===== src/l1_cache_cfg.svh =====
// l1 data cache configuration: geometry and bus widths shared by all blocks
`ifndef L1_CACHE_CFG_SVH
`define L1_CACHE_CFG_SVH

// data word width, one processor access
`define L1_WORD_BITS 32

// byte address width on both buses
`define L1_ADDR_BITS 32

// sets per way, power of two
`define L1_SETS 16

// words per block, power of two, max 8
`define L1_BLOCK_WORDS 2

`endif


===== src/l1_cache_pkg.sv =====
// l1 data cache package: address field types, word type and FSM/opcode enums
`default_nettype none

package l1_cache_pkg;

`include "l1_cache_cfg.svh"

    // address split widths, byte offset is fixed at 2 bits
    localparam int SET_BITS      = $clog2(`L1_SETS);
    localparam int WORD_IDX_BITS = $clog2(`L1_BLOCK_WORDS);
    localparam int TAG_BITS      = `L1_ADDR_BITS - SET_BITS - WORD_IDX_BITS - 2;

    typedef logic [`L1_WORD_BITS-1:0] word_t;     // data word or byte address
    typedef logic [SET_BITS-1:0]      set_idx_t;
    typedef logic [WORD_IDX_BITS-1:0] word_idx_t; // word within block
    typedef logic [TAG_BITS-1:0]      tag_t;
    typedef logic                     way_t;      // 2 ways only

    // miss controller, one state per burst
    typedef enum logic [1:0] {
        IDLE,
        WRITEBACK,
        FILL
    } miss_state_t;

    typedef enum logic [1:0] {
        OP_NONE,
        OP_READ,
        OP_WRITE
    } req_op_t;

endpackage

`default_nettype wire


===== src/l1_cache.sv =====
// l1 data cache top: lookup, miss controller and data store between processor and memory
`timescale 1ns/1ps
`default_nettype none

module l1_cache (
    input  wire logic           CLK,
    input  wire logic           nRST,
    // processor side
    input  wire logic           proc_ren,
    input  wire logic           proc_wen,
    input  l1_cache_pkg::word_t proc_addr,
    input  l1_cache_pkg::word_t proc_wdata,
    output l1_cache_pkg::word_t proc_rdata,
    output logic                proc_busy,
    // memory side
    output logic                mem_ren,
    output logic                mem_wen,
    output l1_cache_pkg::word_t mem_addr,
    output l1_cache_pkg::word_t mem_wdata,
    input  l1_cache_pkg::word_t mem_rdata,
    input  wire logic           mem_busy
);
    import l1_cache_pkg::*;

    tag_t      req_tag;
    set_idx_t  req_set;
    word_idx_t req_word;
    logic      hit;
    logic      miss;
    way_t      hit_way;
    way_t      victim_way;
    logic      victim_dirty;
    tag_t      victim_tag;
    tag_t      way_tag [2];
    logic [1:0] way_valid;
    logic [1:0] way_dirty;
    way_t      lru_way;
    word_t     wb_data;
    logic      fill_we;
    word_idx_t fill_word_idx;
    word_t     fill_data;
    logic      fill_done;
    word_idx_t wb_word_idx;

    assign proc_busy = !hit;    // a hit completes in its first cycle

    l1_tag_lookup i_lookup (
        .proc_ren, .proc_wen, .proc_addr,
        .way_tag, .way_valid, .way_dirty, .lru_way,
        .req_tag, .req_set, .req_word,
        .hit, .hit_way, .victim_way, .victim_dirty, .victim_tag, .miss
    );

    l1_miss_ctrl i_miss_ctrl (
        .CLK, .nRST,
        .miss, .victim_dirty, .victim_tag, .req_tag, .req_set, .wb_data,
        .mem_rdata, .mem_busy,
        .mem_ren, .mem_wen, .mem_addr, .mem_wdata,
        .fill_we, .fill_word_idx, .fill_data, .fill_done, .wb_word_idx
    );

    l1_data_store i_data_store (
        .CLK, .nRST,
        .proc_wen, .proc_wdata,
        .hit, .hit_way, .victim_way, .req_set, .req_word, .req_tag,
        .fill_we, .fill_word_idx, .fill_data, .fill_done, .wb_word_idx,
        .way_tag, .way_valid, .way_dirty, .lru_way, .wb_data, .proc_rdata
    );

endmodule

`default_nettype wire


===== src/l1_data_store.sv =====
// l1 data store: valid, dirty, tag, data and LRU arrays with hit and fill writes
`timescale 1ns/1ps
`default_nettype none

`include "l1_cache_cfg.svh"

module l1_data_store (
    input  wire logic                 CLK,
    input  wire logic                 nRST,
    input  wire logic                 proc_wen,
    input  l1_cache_pkg::word_t       proc_wdata,
    input  wire logic                 hit,
    input  l1_cache_pkg::way_t        hit_way,
    input  l1_cache_pkg::way_t        victim_way,
    input  l1_cache_pkg::set_idx_t    req_set,
    input  l1_cache_pkg::word_idx_t   req_word,
    input  l1_cache_pkg::tag_t        req_tag,
    input  wire logic                 fill_we,
    input  l1_cache_pkg::word_idx_t   fill_word_idx,
    input  l1_cache_pkg::word_t       fill_data,
    input  wire logic                 fill_done,
    input  l1_cache_pkg::word_idx_t   wb_word_idx,
    output l1_cache_pkg::tag_t        way_tag [2],
    output logic [1:0]                way_valid,
    output logic [1:0]                way_dirty,
    output l1_cache_pkg::way_t        lru_way,
    output l1_cache_pkg::word_t       wb_data,
    output l1_cache_pkg::word_t       proc_rdata
);
    import l1_cache_pkg::*;

    // line state, cleared on reset
    logic [1:0][`L1_SETS-1:0] valid_q;
    logic [1:0][`L1_SETS-1:0] dirty_q;
    logic [`L1_SETS-1:0]      lru_q;       // last used way per set

    // payload arrays
    tag_t  tag_q  [2][`L1_SETS];
    word_t data_q [2][`L1_SETS][`L1_BLOCK_WORDS];

    logic hit_wr;                          // write completing this edge

    assign hit_wr = hit && proc_wen;       // hit means busy is low

    always_ff @(posedge CLK, negedge nRST) begin
        if (!nRST) begin
            valid_q <= '0;
            dirty_q <= '0;
            lru_q   <= '0;
        end else begin
            if (fill_done) begin
                valid_q[victim_way][req_set] <= 1'b1;
                dirty_q[victim_way][req_set] <= 1'b0; // fresh copy of memory
            end
            if (hit_wr) begin
                dirty_q[hit_way][req_set] <= 1'b1;
            end
            if (hit) begin
                lru_q[req_set] <= hit_way;
            end
        end
    end

    always_ff @(posedge CLK) begin
        if (fill_we) begin
            data_q[victim_way][req_set][fill_word_idx] <= fill_data;
        end
        if (fill_done) begin
            tag_q[victim_way][req_set] <= req_tag;
        end
        if (hit_wr) begin
            data_q[hit_way][req_set][req_word] <= proc_wdata;
        end
    end

    // per-way view of the addressed set for the lookup
    assign way_tag[0]   = tag_q[0][req_set];
    assign way_tag[1]   = tag_q[1][req_set];
    assign way_valid[0] = valid_q[0][req_set];
    assign way_valid[1] = valid_q[1][req_set];
    assign way_dirty[0] = dirty_q[0][req_set];
    assign way_dirty[1] = dirty_q[1][req_set];
    assign lru_way      = way_t'(lru_q[req_set]);

    assign wb_data    = data_q[victim_way][req_set][wb_word_idx];
    assign proc_rdata = data_q[hit_way][req_set][req_word];

    // fills only run while the request misses
    a_fill_vs_hit: assert property (@(posedge CLK) disable iff (!nRST)
        !(fill_we && hit_wr))
        else $error("l1_data_store: fill write during hit write, set %0d", req_set);

endmodule

`default_nettype wire


===== src/l1_miss_ctrl.sv =====
// l1 miss controller: FSM and word counter for write-back and fill bursts on the memory bus
`timescale 1ns/1ps
`default_nettype none

`include "l1_cache_cfg.svh"

module l1_miss_ctrl (
    input  wire logic                 CLK,
    input  wire logic                 nRST,
    input  wire logic                 miss,
    input  wire logic                 victim_dirty,
    input  l1_cache_pkg::tag_t        victim_tag,
    input  l1_cache_pkg::tag_t        req_tag,
    input  l1_cache_pkg::set_idx_t    req_set,
    input  l1_cache_pkg::word_t       wb_data,      // victim word at wb_word_idx
    input  l1_cache_pkg::word_t       mem_rdata,
    input  wire logic                 mem_busy,
    output logic                      mem_ren,
    output logic                      mem_wen,
    output l1_cache_pkg::word_t       mem_addr,
    output l1_cache_pkg::word_t       mem_wdata,
    output logic                      fill_we,
    output l1_cache_pkg::word_idx_t   fill_word_idx,
    output l1_cache_pkg::word_t       fill_data,
    output logic                      fill_done,
    output l1_cache_pkg::word_idx_t   wb_word_idx
);
    import l1_cache_pkg::*;

    localparam word_idx_t LAST_WORD = word_idx_t'(`L1_BLOCK_WORDS - 1);

    miss_state_t state, state_d;
    word_idx_t   cnt, cnt_d;     // beat within the burst
    logic        beat_done;      // memory accepted this beat
    logic        last_beat;

    always_ff @(posedge CLK, negedge nRST) begin
        if (!nRST) begin
            state <= IDLE;
            cnt   <= '0;
        end else begin
            state <= state_d;
            cnt   <= cnt_d;
        end
    end

    // bus strobes follow the state directly
    assign mem_wen   = (state == WRITEBACK);
    assign mem_ren   = (state == FILL);
    assign beat_done = (mem_ren || mem_wen) && !mem_busy;
    assign last_beat = (cnt == LAST_WORD);

    // wb goes to the victim's old block, fill reads the requested block
    assign mem_addr  = {(state == WRITEBACK) ? victim_tag : req_tag, req_set, cnt, 2'b00};
    assign mem_wdata = wb_data;

    assign wb_word_idx   = cnt;
    assign fill_word_idx = cnt;
    assign fill_data     = mem_rdata;    // valid in the cycle busy drops
    assign fill_we       = mem_ren && beat_done;
    assign fill_done     = fill_we && last_beat; // store sets tag/valid, clears dirty

    always_comb begin
        state_d = state;
        cnt_d   = cnt;
        case (state)
            IDLE: begin
                cnt_d = '0;
                if (miss) begin
                    state_d = victim_dirty ? WRITEBACK : FILL;
                end
            end
            WRITEBACK: begin
                if (beat_done) begin
                    cnt_d = cnt + 1'b1;
                    if (last_beat) begin
                        cnt_d   = '0;    // fill starts at word 0
                        state_d = FILL;
                    end
                end
            end
            FILL: begin
                if (beat_done) begin
                    cnt_d = cnt + 1'b1;
                    if (last_beat) begin
                        cnt_d   = '0;
                        state_d = IDLE; // request hits next cycle
                    end
                end
            end
            default: begin
                state_d = IDLE;
            end
        endcase
    end

    // memory bus rules toward the memory model
    a_addr_held: assert property (@(posedge CLK) disable iff (!nRST)
        (mem_ren || mem_wen) && mem_busy |=> $stable(mem_addr) && (mem_ren || mem_wen))
        else $error("l1_miss_ctrl: beat changed while memory busy");

endmodule

`default_nettype wire


===== src/l1_tag_lookup.sv =====
// l1 tag lookup: splits the request address, compares both ways and picks hit and victim
`timescale 1ns/1ps
`default_nettype none

module l1_tag_lookup (
    input  wire logic                 proc_ren,
    input  wire logic                 proc_wen,
    input  l1_cache_pkg::word_t       proc_addr,
    input  l1_cache_pkg::tag_t        way_tag [2],
    input  wire logic [1:0]           way_valid,
    input  wire logic [1:0]           way_dirty,
    input  l1_cache_pkg::way_t        lru_way,    // most recently used way of the set
    output l1_cache_pkg::tag_t        req_tag,
    output l1_cache_pkg::set_idx_t    req_set,
    output l1_cache_pkg::word_idx_t   req_word,
    output logic                      hit,
    output l1_cache_pkg::way_t        hit_way,
    output l1_cache_pkg::way_t        victim_way,
    output logic                      victim_dirty,
    output l1_cache_pkg::tag_t        victim_tag,
    output logic                      miss
);
    import l1_cache_pkg::*;

    req_op_t    op;
    logic [1:0] match; // per-way tag match on a valid line

    // write wins if both strobes are up
    assign op = proc_wen ? OP_WRITE : (proc_ren ? OP_READ : OP_NONE);

    // address fields: tag | set | word | byte
    assign req_word = proc_addr[2 +: WORD_IDX_BITS];
    assign req_set  = proc_addr[2 + WORD_IDX_BITS +: SET_BITS];
    assign req_tag  = proc_addr[2 + WORD_IDX_BITS + SET_BITS +: TAG_BITS];

    assign match[0] = way_valid[0] && (way_tag[0] == req_tag);
    assign match[1] = way_valid[1] && (way_tag[1] == req_tag);

    assign hit     = (op != OP_NONE) && (match != 2'b00);
    assign hit_way = way_t'(match[1]);          // way 0 unless way 1 matched
    assign miss    = (op != OP_NONE) && !hit;

    // replace the way not used last
    assign victim_way   = ~lru_way;
    assign victim_tag   = way_tag[victim_way];
    assign victim_dirty = way_valid[victim_way] && way_dirty[victim_way]; // only a live line needs wb

    // fills always land in the victim, so a tag can only live in one way
    always_comb begin
        assert #0 (match != 2'b11)
            else $error("l1_tag_lookup: tag present in both ways of set %0d", req_set);
        if (op != OP_NONE) begin
            assert #0 (proc_addr[1:0] == 2'b00)
                else $error("l1_tag_lookup: unaligned word access %h", proc_addr);
        end
    end

endmodule

`default_nettype wire


===== config.mk =====
export PLATFORM = sky130hd
export DESIGN_NAME = l1_cache
export DESIGN_NICKNAME = d
export VERILOG_FILES = /design/src/l1_cache_pkg.sv /design/src/l1_cache.sv /design/src/l1_data_store.sv /design/src/l1_miss_ctrl.sv /design/src/l1_tag_lookup.sv
export VERILOG_INCLUDE_DIRS = /design/src
export SDC_FILE = /design/constraint.sdc
export NUM_CORES = 2
export LEC_CHECK = 0
export BUFFER_PORTS_ARGS = -buffer_cell sky130_fd_sc_hd__clkbuf_2
export CAP_MARGIN = 20
export CORE_MARGIN = 2
export CORE_UTILIZATION = 50
export CTS_BUF_LIST = sky130_fd_sc_hd__clkbuf_4 sky130_fd_sc_hd__clkbuf_8 sky130_fd_sc_hd__clkbuf_16
export DETAILED_ROUTE_END_ITERATION = 10
export GPL_ROUTABILITY_DRIVEN = 0
export PLACE_DENSITY = 0.66
export SLEW_MARGIN = 5
export SYNTH_ARGS = -nofsm -noshare
export SYNTH_HDL_FRONTEND = slang
export SYNTH_HIERARCHICAL = 1
export SYNTH_SLANG_ARGS = --single-unit

===== constraint.sdc =====
create_clock -name CLK -period 20.3 [get_ports CLK]
set_input_delay 4.06 -clock CLK [delete_from_list [all_inputs] [get_ports CLK]]
set_output_delay 4.06 -clock CLK [all_outputs]
set_load 0.02 [all_outputs]

After elaboration in Yosys (flattened, before gate mapping). Memories as Yosys holds them, arrays and structs flattened. Cells that the tools add are included.

Register bits after elaboration: 83. RAM bits: 2848. Input bits: 101. Output and inout bits: 99. Logic and storage cells: 140. Memories: 2.

Add/sub/neg operators: 1. Order comparisons: 13. Equality and inequality tests: 10. Multiplexer cells: 73. Bitwise operators: 9. Reduce and logical (&&, ||, !) cells: 25.

Memory list: i_data_store.data_q (words 2, width 1024, rd ports 2, clocked after Yosys merged registers in 0, wr ports 2, line l1_data_store.sv:39) `` word_t data_q [2][`L1_SETS][`L1_BLOCK_WORDS]; ``; i_data_store.tag_q (words 2, width 400, rd ports 2, clocked after Yosys merged registers in 0, wr ports 1, line l1_data_store.sv:38) `` tag_t tag_q [2][`L1_SETS]; ``.

Operators with widths (count): $mux W1024 (2); $bmux W64 S4 (2); $demux W64 S4 (2); $mux W400 (1); $mux W64 (6); $mux W32 (10); $mux W25 (9); $bmux W25 S4 (2); $demux W25 S4 (1); $demux W32 S1 (2); $or A32 B32 Y32 (2); $eq A25 B25 Y1 (2); $and A32 B32 Y32 (1); $demux W16 S1 (2); $mux W16 (2); $not A32 Y32 (1); $bmux W1 S4 (5); $bwmux W16 (1); $mux W1 (16); $logic_and A1 B1 Y1 (15); $mux W2 (7); $ne A2 B2 Y1 const B (5); $ge A2 B2 Y1 const B (3); $not A1 Y2 (3); 23 further kinds (29).

Logic depth before layout (Yosys ltp). An unclocked memory read counts as a cell.

Word-level depth: 13. Mapped depth: 21. Gate-level depth less buffers: 12.

Cells and area by module. The synthesis kept the hierarchy.

Modules (own cells, without submodules): l1_data_store (times used 1, cells an instance 8879, area each 154394.3 µm², sequential area each 87523.9 µm²); l1_tag_lookup (times used 1, cells an instance 135, area each 1134.8 µm², sequential area each 0.0 µm²); l1_miss_ctrl (times used 1, cells an instance 123, area each 1059.8 µm², sequential area each 75.1 µm²); l1_cache (times used 1, cells an instance 1, area each 3.8 µm², sequential area each 0.0 µm²).

Worst setup path after synthesis. OpenSTA, ideal clock, no wires.

Path type: in2out. Start: input port proc_addr[4]. End: output port proc_rdata[8]. Arrival time: 8.284 ns. Data required time: 16.240 ns. Slack: 7.956 ns. Stages on the path: 21. Buffers on the path: 10. Cell sequence: buf_4 > buf_2 > buf_4 > buf_4 > buf_1 > mux4_2 > mux4_2 > xnor2_1 > nand4_2 > nor4_2 > and2_1 > buf_4 > buf_6 > buf_8 > buf_8 > buf_6 > mux2i_1 > a22oi_1 > a32o_1 > a21oi_1 > a211oi_1.

RTL lines: from (decl) (line l1_cache.sv:11) `input l1_cache_pkg::word_t proc_addr,`; to (decl) (line l1_cache.sv:13) `output l1_cache_pkg::word_t proc_rdata,`.

==> reports/summary.md <==
The finished cells cover 171000 um2. Clock latency on the worst-skew pair, taken at its later pin, is 0.94 ns. The overall routing resource usage came out at 0.307. STA classifies the critical path endpoint as a primary output. The logs give 0 for the count of final setup violators and 0 for the number of nets still failing antenna checks after routing. The clock-pin slew reported for the worst setup and hold paths after clock tree synthesis was 0.06 ns. The startpoint identified for the worst register-to-register timing path is i_data_store/tag_q[0][339]. The initial antenna violation count was 33; the multi-input logic area was 63700 um2. The longest clock path from root to sink contains 4 buffers. The number of detailed-route iterations in the first pass is 6. The summed negative setup slack over all endpoints was 0 ns.

The detailed router placed 92193 vias in this run. Across the run, the number of max-cap violations was 0. The tools report the layout filler cell count as 24176.

The flow ran to the end, and the final reports show no timing, DRC or antenna violations. Along the worst path, the maximum fanout reaches 138. The part of the Yosys area used for sequential elements was 0.559. The logs give 0.548 for the fraction of the core area covered by cells at the end of the flow and 0 for the cts-stage hold buffer count. In this run, post-CTS repair resized a total of 0 instances. By count the netlist is led by 2848 x edfxtp_1, 1733 x mux2_2, 1175 x mux4_2. The worst setup skew after layout was 0.0657 ns. The standby leakage power came out at 0.0549 uW. The most frequently used cell type in the post-synthesis netlist was edfxtp_1. The worst setup path is launched from an input port.

The run gives 9138 as the synthesized instance count. Dividing the detail-routed via count by the number of cells gives 7.00. The number of buffer cells added on primary ports is 195, and the total grt overflow is 0. Once detailed placement completed, the half-perimeter wirelength came to 287 mm. In this run the number of H-tree levels came out at 5.

The tools report the count of clock tree sinks as 2931. edfxtp_1 takes more of the synthesized area than any other cell. The synthesized netlist occupies a cell area of 157000 um2. The width of the die is 564 um. The mean post-synth cell area is 17.1 um2. The run gives 318000 um2 as the full die area.

The share of cells above drive strength 1 is 0.474, and the starting DRC count in detailed routing is 12315. After clock tree synthesis, the setup repair step added 0 buffers. Ratio of total power to cell area: 81.7 nW/um2. Counting the buffers created by CTS gives 324. Yosys warning count: 6.

The worst hold path begins at i_data_store/valid_q[25]. Counting cells, the worst reg-to-reg path comes to 15. Counting flops and latches in the post-synthesis netlist gives 2931. Based on the critical path, the design can be clocked at up to 63.2 MHz.

TritonCTS built the clock tree. The final routed wire length divided by cell count is 37.4 um, and the number of slew-limit violations in the final report is 0. The sequential cells in the finished layout cover a total of 87600 um2. For the post-layout net count, the log shows 8846. The area fraction of the dominant cell type after synthesis was 0.546. The most critical setup path has its endpoint at proc_rdata[18].

The kind of critical path was in -> out. The tree is rooted in a clkbuf_16. The internal reg-to-reg setup slack was 13.50 ns; the top-level I/O count was 200. The fraction of the cycle the final worst path needs was 0.779; the worst slew margin relative to its limit was 0.116.

The floorplan step set the die height to 564 um. After detailed routing, the number of remaining DRC violations is 0. At the worst endpoint, the required time is 16.24 ns. The area of the core region is 312000 um2, and the total length of routed wires is 493 mm. The count of standard-cell rows is 205. The tools report the timing startpoint of the critical path as proc_addr[4]. The count of cell types in the netlist came out at 61.

IR analysis of the VDD net gives a maximum drop of 0.0000652 V. Entering global routing, the biggest net connects 139 pins. The tools report the number of endpoints with negative hold slack in the final report as 0.

By area the synthesized netlist is led by edfxtp_1 55%, mux4_2 17%, mux2_2 12%. The synthesized design contains 2848 enable-type register cells. For the number of global-route vias before repair, the log shows 93451. The transition time of the tightest slew-check pin works out to 1.32 ns. The fraction of registers with async set/reset is 0.0283.

For the arrival time at the worst endpoint, the log shows 11.76 ns. The worst register-to-register path ends at i_data_store/data_q[0][555]. The min-delay analysis places its worst path in the category reg -> reg. The most used flip-flop cell after synthesis is edfxtp_1.

Setup repair after global routing left no endpoint under its margin. The first global-routing pass estimated 694 mm of wire. The initial standard-cell utilization of the core came out at 0.502.

The area added between synthesis and finish is 9.16%, and the post-placement cell area is 160000 um2. Subtracting the final worst setup slack from the clock period gives 15.82 ns.
## layout make-up
| class | instances | area share |
|---|---|---|
| Sequential cell | 2931 | 0.513 |
| Multi-Input combinational cell | 4943 | 0.373 |
| Clock buffer | 390 | 0.0512 |
| Tap cell | 4140 | 0.0303 |
| Timing Repair Buffer | 530 | 0.0221 |
| Clock inverter | 195 | 0.0107 |
| Antenna cell | 23 | 0.000337 |
| Inverter | 12 | 0.000307 |
## routing by layer
| metal | vias up | part of all wire | wire length (um) | track usage |
|---|---|---|---|---|
| li1 | 36616 | - | - | - |
| met1 | 49113 | 0.37 | 184000 | 0.404 |
| met2 | 5239 | 0.48 | 234000 | 0.491 |
| met3 | 1203 | 0.10 | 50900 | 0.0700 |
| met4 | 22 | 0.047 | 23300 | 0.133 |
| met5 | - | 0.00029 | 141 | 0 |
## worst max-delay path, stage by stage
cell	delay (ns)
buf_12	0.51
buf_12	0.61
mux4_2	0.45
mux4_2	0.54
xnor2_1	0.19
nand4_1	0.36
nor3_2	0.38
and2_4	0.27
buf_4	0.51
buf_4	0.75
mux4_2	0.59
or2_2	0.29
a32o_1	0.33
a21oi_1	0.67
a211oi_1	0.16
buf_2	0.23
clkbuf_2	0.18
## logic make-up after synthesis
family	after synthesis	share of synthesized area
adder cells (fa/ha/maj)	3	0.000240
AND/OR/NAND/NOR	444	0.0154
other	1	0.0000239
AO/OA/AOI/OAI	807	0.0374
XOR/XNOR	50	0.00280
flip-flops	2931	0.559
buffers and inverters	1265	0.0415
multiplexers	3637	0.343
## layout by cell type, fill, tap and decap left out, types with 68 or more instances in the layout
master | netlist | routed
clkbuf_16 | 0 | 332
mux4_2 | 1175 | 1175
o21ai_0 | 69 | 68
dfrtp_1 | 83 | 82
a21oi_1 | 128 | 128
mux2i_1 | 350 | 350
mux2_2 | 1733 | 1733
edfxtp_1 | 2848 | 2848
a22oi_1 | 347 | 347
or2_2 | 95 | 96
clkbuf_2 | 0 | 187
clkinv_1 | 0 | 76
buf_4 | 197 | 313
mux2_1 | 379 | 379
nor2_4 | 10 | 119
## where the power goes
part           internal, uW  total (uW)  switching, uW
combinational           470        1360            893
sequential             6680        6700           25.6
clock                  3400        5910           2500
## sequential cells by signal, summed over array words and instances (netlist names)
name and flops:
i_miss_ctrl/state 2, i_miss_ctrl/fill_word_idx 1, i_data_store/dirty_q 32, i_data_store/valid_q 32, i_data_store/data_q 2048, i_data_store/tag_q 800
i_data_store/lru_q 16
## metrics by stage
step	std cells	total power, uW	setup slack [ns]	hold WS (ns)
after floorplan	9139	7650	7.96	0.434
after global placement	12542	8120	4.53	0.445
after detailed placement	12546	8150	4.52	0.449
after CTS	13131	14000	4.52	0.463
after global routing	13149	14300	4.23	0.485
final	13164	14000	4.48	0.466
## how the worst min path moves through the flow
stage	end	slack (ns)	cells after the start
floorplan	i_data_store/valid_q[10]	0.43	1
finish	i_data_store/valid_q[25]	0.47	1
CTS	i_data_store/valid_q[25]	0.46	1
global placement	i_data_store/valid_q[18]	0.44	1
global route	i_data_store/valid_q[30]	0.49	1
detailed placement	i_data_store/valid_q[25]	0.45	1
Note: power is estimated with default switching activity, not from simulation.
